==> config.mk <==
export PLATFORM = sky130hd
export DESIGN_NAME = shape_drawer
export DESIGN_NICKNAME = d
export VERILOG_FILES = /design/src/source/draw_pkg.sv /design/src/source/shape_sequencer.sv /design/src/source/line_rasterizer.sv /design/src/source/pixel_fifo.sv /design/src/source/pixel_writer.sv /design/src/source/shape_drawer.sv
export VERILOG_INCLUDE_DIRS = /design/src /design/src/source
export SDC_FILE = /design/constraint.sdc
export NUM_CORES = 1
export LEC_CHECK = 0
export BUFFER_PORTS_ARGS = -buffer_cell sky130_fd_sc_hd__clkbuf_2
export CAP_MARGIN = 15
export CORE_ASPECT_RATIO = 1.2
export CORE_MARGIN = 3
export CORE_UTILIZATION = 38
export CTS_CLUSTER_SIZE = 12
export DETAILED_ROUTE_END_ITERATION = 16
export SYNTH_ARGS = -nofsm -noshare
export SYNTH_HDL_FRONTEND = slang
export SYNTH_SLANG_ARGS = --single-unit
==> constraint.sdc <==
create_clock -name clk -period 5.7 [get_ports clk]
set_input_delay 0.57 -clock clk [delete_from_list [all_inputs] [get_ports clk]]
set_output_delay 0.57 -clock clk [all_outputs]
set_load 0.005 [all_outputs]
==> src/source/draw_defines.svh <==
/*
 * Shape drawer parameters
 * Coordinate width of one grid axis and the depth of the pixel FIFO
 */
`ifndef DRAW_DEFINES_SVH
`define DRAW_DEFINES_SVH

// Bits per axis coordinate
// A vertex is an x and a y coordinate and a shape carries three vertices
`define COORD_W 8

// Number of pixel FIFO entries kept a power of two so the pointers wrap
`define PIX_FIFO_DEPTH 8

`endif

==> src/source/draw_pkg.sv <==
/*
 * Shape drawer types
 * Coordinate type shared by all blocks and the sequencer state encoding
 */
`include "draw_defines.svh"

package draw_pkg;

	typedef logic [`COORD_W-1:0] coord_t;

	typedef enum logic [3:0] {
		IDLE,
		DRAW2, WAIT2,
		DRAW3_1, WAIT3_1,
		DRAW3_2, WAIT3_2,
		DRAW3_3,
		DONE, DONE_WAIT
	} seq_state_t;

endpackage

==> src/source/shape_sequencer.sv <==
/*
 * Shape sequencer
 * Breaks a line or a triangle outline into line segments and hands them
 * to the rasterizer one at a time, waiting for draw_done after each
 */
`timescale 1ns/100ps
`include "draw_defines.svh"

module shape_sequencer
	import draw_pkg::*;
(
	input  logic                  clk,
	input  logic                  n_rst,
	input  logic                  shape_start,
	input  logic                  triangle,
	input  logic [6*`COORD_W-1:0] coordinates,
	input  logic                  draw_done,
	output coord_t                x0,
	output coord_t                y0,
	output coord_t                x1,
	output coord_t                y1,
	output logic                  draw_en,
	output logic                  shape_done
);

	seq_state_t state, next_state;
	coord_t v0_x, v0_y, v1_x, v1_y, v2_x, v2_y;

	// Each vertex is x in the low byte and y in the high byte
	assign v0_x = coordinates[0*`COORD_W +: `COORD_W];
	assign v0_y = coordinates[1*`COORD_W +: `COORD_W];
	assign v1_x = coordinates[2*`COORD_W +: `COORD_W];
	assign v1_y = coordinates[3*`COORD_W +: `COORD_W];
	assign v2_x = coordinates[4*`COORD_W +: `COORD_W];
	assign v2_y = coordinates[5*`COORD_W +: `COORD_W];

	always_ff @(posedge clk, negedge n_rst) begin
		if (!n_rst)
			state <= IDLE;
		else
			state <= next_state;
	end

	always_comb begin
		next_state = state;
		draw_en    = 1'b0;
		shape_done = 1'b0;
		x0         = '0;
		y0         = '0;
		x1         = '0;
		y1         = '0;

		case (state)
			IDLE: begin
				if (shape_start)
					next_state = triangle ? DRAW3_1 : DRAW2;
			end
			DRAW2: begin
				draw_en = 1'b1;
				{x0, y0, x1, y1} = {v0_x, v0_y, v1_x, v1_y};
				if (draw_done)
					next_state = WAIT2;
			end
			WAIT2: begin
				// A line has a single segment, so its wait cycle is also the finish
				shape_done = 1'b1;
				next_state = DONE_WAIT;
			end
			DRAW3_1: begin
				draw_en = 1'b1;
				{x0, y0, x1, y1} = {v0_x, v0_y, v1_x, v1_y};
				if (draw_done)
					next_state = WAIT3_1;
			end
			WAIT3_1: next_state = DRAW3_2;
			DRAW3_2: begin
				draw_en = 1'b1;
				{x0, y0, x1, y1} = {v0_x, v0_y, v2_x, v2_y};
				if (draw_done)
					next_state = WAIT3_2;
			end
			WAIT3_2: next_state = DRAW3_3;
			DRAW3_3: begin
				draw_en = 1'b1;
				{x0, y0, x1, y1} = {v1_x, v1_y, v2_x, v2_y};
				if (draw_done)
					next_state = DONE;
			end
			DONE: begin
				shape_done = 1'b1;
				next_state = DONE_WAIT;
			end
			DONE_WAIT: next_state = IDLE;
			default: next_state = IDLE;
		endcase
	end

	// The rasterizer only finishes a segment that is still being drawn
	a_done_in_segment: assert property (@(posedge clk) disable iff (!n_rst)
		draw_done |-> draw_en);

endmodule

==> src/source/line_rasterizer.sv <==
/*
 * Line rasterizer
 * Integer Bresenham walk between two endpoints, all octants, both ends
 * included, one pixel per cycle into the pixel FIFO
 */
`timescale 1ns/100ps
`include "draw_defines.svh"

module line_rasterizer
	import draw_pkg::*;
(
	input  logic   clk,
	input  logic   n_rst,
	input  logic   draw_en,
	input  coord_t x0,
	input  coord_t y0,
	input  coord_t x1,
	input  coord_t y1,
	input  logic   full,
	output logic   push,
	output coord_t px,
	output coord_t py,
	output logic   draw_done
);

	// Room for twice the largest error term with its sign
	localparam int ERR_W = `COORD_W + 3;

	logic draw_en_q;
	logic busy;
	logic start;
	logic last;
	logic step_x, step_y;
	logic x_neg, y_neg;
	coord_t cur_x, cur_y;
	coord_t end_x, end_y;
	coord_t adx, ady;
	logic signed [ERR_W-1:0] in_dx, in_dy;
	logic signed [ERR_W-1:0] dx, dy;
	logic signed [ERR_W-1:0] err, err_next, e2;

	// A new segment starts only on a rising draw_en seen while idle
	assign start = draw_en && !draw_en_q && !busy;

	assign adx = (x1 >= x0) ? x1 - x0 : x0 - x1;
	assign ady = (y1 >= y0) ? y1 - y0 : y0 - y1;
	assign in_dx = $signed(ERR_W'(adx));
	assign in_dy = -$signed(ERR_W'(ady)); // Kept negative as in the classic form

	assign last      = (cur_x == end_x) && (cur_y == end_y);
	assign push      = busy && !full;
	assign draw_done = push && last;
	assign px        = cur_x;
	assign py        = cur_y;

	assign e2     = err <<< 1;
	assign step_x = e2 >= dy;
	assign step_y = e2 <= dx;

	always_comb begin
		err_next = err;
		if (step_x)
			err_next = err_next + dy;
		if (step_y)
			err_next = err_next + dx;
	end

	always_ff @(posedge clk, negedge n_rst) begin
		if (!n_rst) begin
			busy      <= 1'b0;
			draw_en_q <= 1'b0;
		end else begin
			draw_en_q <= draw_en;
			if (start)
				busy <= 1'b1;
			else if (draw_done)
				busy <= 1'b0;
		end
	end

	always_ff @(posedge clk) begin
		if (start) begin
			cur_x <= x0;
			cur_y <= y0;
			end_x <= x1;
			end_y <= y1;
			x_neg <= x1 < x0;
			y_neg <= y1 < y0;
			dx    <= in_dx;
			dy    <= in_dy;
			err   <= in_dx + in_dy;
		end else if (push && !last) begin
			err <= err_next;
			if (step_x)
				cur_x <= x_neg ? cur_x - 1'b1 : cur_x + 1'b1;
			if (step_y)
				cur_y <= y_neg ? cur_y - 1'b1 : cur_y + 1'b1;
		end
	end

	// The sequencer keeps draw_en up for as long as a segment is walked
	a_segment_level: assert property (@(posedge clk) disable iff (!n_rst)
		busy |-> draw_en);

endmodule

==> src/source/pixel_fifo.sv <==
/*
 * Pixel FIFO
 * Show-ahead circular buffer of pixel coordinates between the
 * rasterizer and the pixel writer
 */
`timescale 1ns/100ps
`include "draw_defines.svh"

module pixel_fifo
	import draw_pkg::*;
(
	input  logic   clk,
	input  logic   n_rst,
	input  logic   push,
	input  coord_t wr_x,
	input  coord_t wr_y,
	input  logic   pop,
	output coord_t rd_x,
	output coord_t rd_y,
	output logic   full,
	output logic   empty
);

	localparam int DEPTH = `PIX_FIFO_DEPTH;
	localparam int PTR_W = $clog2(DEPTH);

	coord_t mem_x [DEPTH];
	coord_t mem_y [DEPTH];
	logic [PTR_W-1:0] wr_ptr, rd_ptr;
	logic [PTR_W:0]   count;

	assign full  = count == (PTR_W+1)'(DEPTH);
	assign empty = count == '0;
	assign rd_x  = mem_x[rd_ptr]; // Head is valid whenever empty is low
	assign rd_y  = mem_y[rd_ptr];

	always_ff @(posedge clk) begin
		if (push) begin
			mem_x[wr_ptr] <= wr_x;
			mem_y[wr_ptr] <= wr_y;
		end
	end

	always_ff @(posedge clk, negedge n_rst) begin
		if (!n_rst) begin
			wr_ptr <= '0;
			rd_ptr <= '0;
			count  <= '0;
		end else begin
			if (push)
				wr_ptr <= wr_ptr + 1'b1;
			if (pop)
				rd_ptr <= rd_ptr + 1'b1;
			if (push && !pop)
				count <= count + 1'b1;
			else if (pop && !push)
				count <= count - 1'b1;
		end
	end

	a_no_overflow: assert property (@(posedge clk) disable iff (!n_rst) push |-> !full);
	a_no_underflow: assert property (@(posedge clk) disable iff (!n_rst) pop |-> !empty);

endmodule

==> src/source/pixel_writer.sv <==
/*
 * Pixel writer
 * Drains the pixel FIFO to the external pixel port whenever the port
 * is not busy, with a registered write strobe and coordinates
 */
`timescale 1ns/100ps

module pixel_writer
	import draw_pkg::*;
(
	input  logic   clk,
	input  logic   n_rst,
	input  logic   empty,
	input  coord_t rd_x,
	input  coord_t rd_y,
	input  logic   pix_busy,
	output logic   pop,
	output logic   pix_we,
	output coord_t pix_x,
	output coord_t pix_y
);

	// One pixel leaves per cycle while the port accepts it
	assign pop = !empty && !pix_busy;

	always_ff @(posedge clk, negedge n_rst) begin
		if (!n_rst)
			pix_we <= 1'b0;
		else
			pix_we <= pop;
	end

	always_ff @(posedge clk) begin
		if (pop) begin
			pix_x <= rd_x;
			pix_y <= rd_y;
		end
	end

endmodule

==> src/source/shape_drawer.sv <==
/*
 * Shape drawer top level
 * Sequencer, Bresenham rasterizer, pixel FIFO and pixel writer in a chain
 */
`timescale 1ns/100ps
`include "draw_defines.svh"

module shape_drawer
	import draw_pkg::*;
(
	input  logic                  clk,
	input  logic                  n_rst,
	input  logic                  shape_start,
	input  logic                  triangle,
	input  logic [6*`COORD_W-1:0] coordinates,
	input  logic                  pix_busy,
	output logic                  pix_we,
	output coord_t                pix_x,
	output coord_t                pix_y,
	output logic                  shape_done
);

	logic   draw_en, draw_done;
	coord_t x0, y0, x1, y1;
	logic   push, pop, full, empty;
	coord_t px, py;
	coord_t rd_x, rd_y;

	shape_sequencer u_seq (
		.clk, .n_rst, .shape_start, .triangle, .coordinates, .draw_done,
		.x0, .y0, .x1, .y1, .draw_en, .shape_done
	);

	line_rasterizer u_rast (
		.clk, .n_rst, .draw_en, .x0, .y0, .x1, .y1, .full,
		.push, .px, .py, .draw_done
	);

	pixel_fifo u_fifo (
		.clk, .n_rst, .push, .wr_x(px), .wr_y(py), .pop,
		.rd_x, .rd_y, .full, .empty
	);

	pixel_writer u_writer (
		.clk, .n_rst, .empty, .rd_x, .rd_y, .pix_busy,
		.pop, .pix_we, .pix_x, .pix_y
	);

endmodule

==> impl_metrics.toml <==
[global_routing]
grt_max_degree = 43
track_usage = 0.1529
first_global_vias = 7721
grt_overflow_total = 0
grt_pass1_wl_um = 42120
antenna_found_initial = 0

[drt]
wirelength_um = 26280
drt_pass1_iterations = 6
drc = 0
num_vias = 7609
wl_per_cell_um = 17.94
routed_via_density = 5.194
ant_nets = 0
drtIter0Drc = 459

[hold_path]
min_to = "u_seq.state[0]"
min_path_cells = 3
hold_class = "in -> reg"
worstHoldStart = "shape_start"

[timing]
finalSetupViolCount = 0
maxSlewHeadroom = 0.3827
timing.fmax_ghz = 0.1918
finalHoldViolCount = 0
tightest_slew_ns = 0.9259
setup_tns_ns = 0
fin_crit_ns = 5.215
final-max-slew-violation-count = 0
rsz0062_at_grt = "no"
timing.final.crit_share = 0.9149
skew_ns = 0.01413

[clock_network]
root_buffer = "clkbuf_16"
htreeDepth = 1
cts_sinks = 224
cts_buffer_depth = 3
clock_latency_ns = 0.52
cts_tree = "built"
cts_buffers = 25
post_cts_buffers = 0
clkTransAtPathRegs_ns = 0.06

[final_layout]
final_nets = 1200
fin_cells = 1465
syn2layout_area_growth_pct = 14.61
drive_gt1_frac = 0.2105
num_antenna_cells = 0

[worst_setup_path]
criticalPathCategory = "reg -> reg"
required_ns = 5.95
critPathSlowestCell = "or4b_4"
rr_worst_depth = 19
start_kind = "flop"
crit_path_max_incr_delay_ns = 0.56
cp_cell_sequence = "nand2b_1 -> a21oi_1 -> buf_4 -> a22oi_1 -> inv_1 -> ha_1 -> a21oi_1 -> o21ai_4 -> or3_1 -> a22oi_1 -> or4b_4 -> nor4b_4 -> nor2_1 -> ha_1 -> o21a_1 -> a21oi_1 -> a31oi_1 -> xor2_1 -> mux2i_1"
cp-end-kind = "flop"
reg2reg_slack_ns = 0.49
arrival_ns = 5.47
r2r-end = "u_rast.err[9]"
critPathMostFrequentCell = "a21oi_1"
path_max_fanout = 10
regToRegStartpoint = "u_seq.state[3]"

[run]
drv_cap = 0

[die]
initial_core_util = 0.3903
die_h_um = 204.0
die_w_um = 171.0
rows = 71
die_area_um2 = 34880
coreArea_um2 = 31800
io_pins = 71

[place]
hpwl_um = 19320
dp_cells = 1420
numPortBuffers = 70
place_congestion = 0.8395

[synth]
async_flop_share = 0.07589
synthesis.area_um2 = 12410
synth-edff-count = 207
synth-main-ff-cell = "edfxtp_1"
synth_top_area_cell = "edfxtp_1"
ys_top_cells_by_count = "edfxtp_1 (207), ha_1 (90), inv_1 (83)"
yosysWarnings = 0
syn-num-nets = 1106
synth_top_area_share = 0.5008
synthCells = 953
synth.area.top_cells = "edfxtp_1 (50%), ha_1 (9.1%), mux4_2 (5.8%), mux2_2 (3.5%), dfrtp_1 (3.4%)"
synth_cell_type_count = 61
synth-seq-cells = 224
synth_area_per_cell_um2 = 13.03
synth.most_common_cell = "edfxtp_1"
yosysSeqAreaShare = 0.5350

[run_status]
status = "finished, final reports clean"

[pwr]
ir_drop_mv = 0.2771
leakagePower_nw = 5.643
pwr_density_cell_nw_per_um2 = 528.9
==> flip-flops by register name (all words and copies together), names as in the netlist, 4 cells and up <==
name,flops
u_rast.px,8
u_fifo.mem_y,64
u_rast.dy,11
u_fifo.count,4
u_writer.pix_y,8
u_rast.end_y,8
u_rast.py,8
u_fifo.mem_x,64
u_seq.state,4
u_rast.dx,8
u_writer.pix_x,8
u_rast.err,10
u_rast.end_x,8
==> worst max-delay path by stage <==
stage / from / to
final: u_seq.state[3] / u_rast.err[9]
after global routing: u_seq.state[3] / u_rast.err[9]
after CTS: u_seq.state[3] / u_rast.err[8]
after detailed placement: u_seq.state[3] / u_rast.err[9]
after global placement: u_seq.state[3] / u_rast.err[9]
after floorplan: u_seq.state[0] / u_rast.err[9]
==> power by group <==
part | total (W) | switching, W | internal [W]
combinational | 0.00293 | 0.00151 | 0.00141
sequential | 0.00296 | 0.000426 | 0.00254
clock | 0.00163 | 0.000634 | 0.00100
==> layout make-up <==
class / count / area, um^2
fill: 2927 / 17580
sequential: 224 / 6644
multi-input combinational: 619 / 5393
clock buffer: 39 / 750.7
timing repair buffer: 93 / 525.5
tap: 401 / 501.7
inverter: 84 / 315.3
clock inverter: 5 / 96.34
==> what timing repair did <==
action                                  in CTS  in global routing
endpoints found under the setup margin       0                  2
endpoints found under the hold margin       17                  0
resized for setup                            0                  5
hold buffers                                 1                  0
==> cells in the final DEF, fill, tap and decap left out, types with 5 or more instances in the layout <==
| cell | synthesis | routed |
|---|---|---|
| o21bai_1 | 13 | 13 |
| nand2b_1 | 7 | 7 |
| clkbuf_1 | 17 | 9 |
| a31oi_1 | 5 | 5 |
| nor2b_1 | 6 | 6 |
| o21ai_0 | 28 | 28 |
| nand3_1 | 13 | 13 |
| edfxtp_1 | 207 | 207 |
| or3_1 | 6 | 6 |
| ha_1 | 90 | 90 |
| a21o_1 | 13 | 13 |
| nor4_1 | 8 | 8 |
| nor2_1 | 54 | 54 |
| fa_1 | 10 | 10 |
| a22oi_1 | 17 | 14 |
| dfrtp_1 | 17 | 15 |
| mux2_2 | 39 | 39 |
| clkbuf_16 | 0 | 27 |
| mux2i_1 | 25 | 25 |
| inv_1 | 83 | 83 |
| nand2_1 | 60 | 60 |
| o211ai_1 | 6 | 6 |
| a21oi_1 | 55 | 53 |
| clkbuf_2 | 1 | 70 |
| buf_4 | 0 | 22 |
| nor3_1 | 10 | 7 |
| xor2_1 | 29 | 29 |
| xnor2_1 | 48 | 48 |
| mux4_2 | 32 | 32 |
==> worst max-delay path: cells and delay by family, from the launching register on <==
family	cells	cell delay, ns
DFF	1	0.51
adders and majority gates	2	0.73
xor gates and xnor gates	1	0.17
and+or+nand+nor	5	1.64
muxes	1	0.08
AOI/OAI and AO/OA	8	1.55
buffers and inverters	2	0.26
==> metal layers <==
| layer | share of wire | global-route usage | up-vias | wire length [um] |
|---|---|---|---|---|
| li1 | - | - | 3721 | - |
| met1 | 0.45 | 0.2080 | 3711 | 11920 |
| met2 | 0.49 | 0.2626 | 148 | 13000 |
| met3 | 0.032 | 0.01838 | 29 | 844 |
| met4 | 0.019 | 0.03594 | 0 | 512 |
| met5 | 0 | 0 | - | 0 |
==> cells by family after synthesis <==
kind of cell,synth area share
flip-flops,0.5350
AND/OR/NAND/NOR,0.06864
AO/OA/AOI/OAI,0.08759
buffers and inverters,0.03397
adder cells (fa/ha/maj),0.1068
multiplexers,0.1136
XOR/XNOR,0.05433
==> metrics by stage <==
stage	worst slack, ns	utilization	area, um^2	hold WS, ns	total power (W)
finish	0.4851	0.4473	14230	0.4116	0.007524
global route	0.02236	0.4473	14230	0.4100	0.008069
CTS	0.4685	0.4466	14200	0.3978	0.007621
detailed placement	0.4877	0.4196	13350	0.5079	0.005956
global placement	0.5963	0.4196	13350	0.4936	0.005904
floorplan	0.6074	-	12410	0.2744	0.005093
Power figures use the tool's default switching activity.
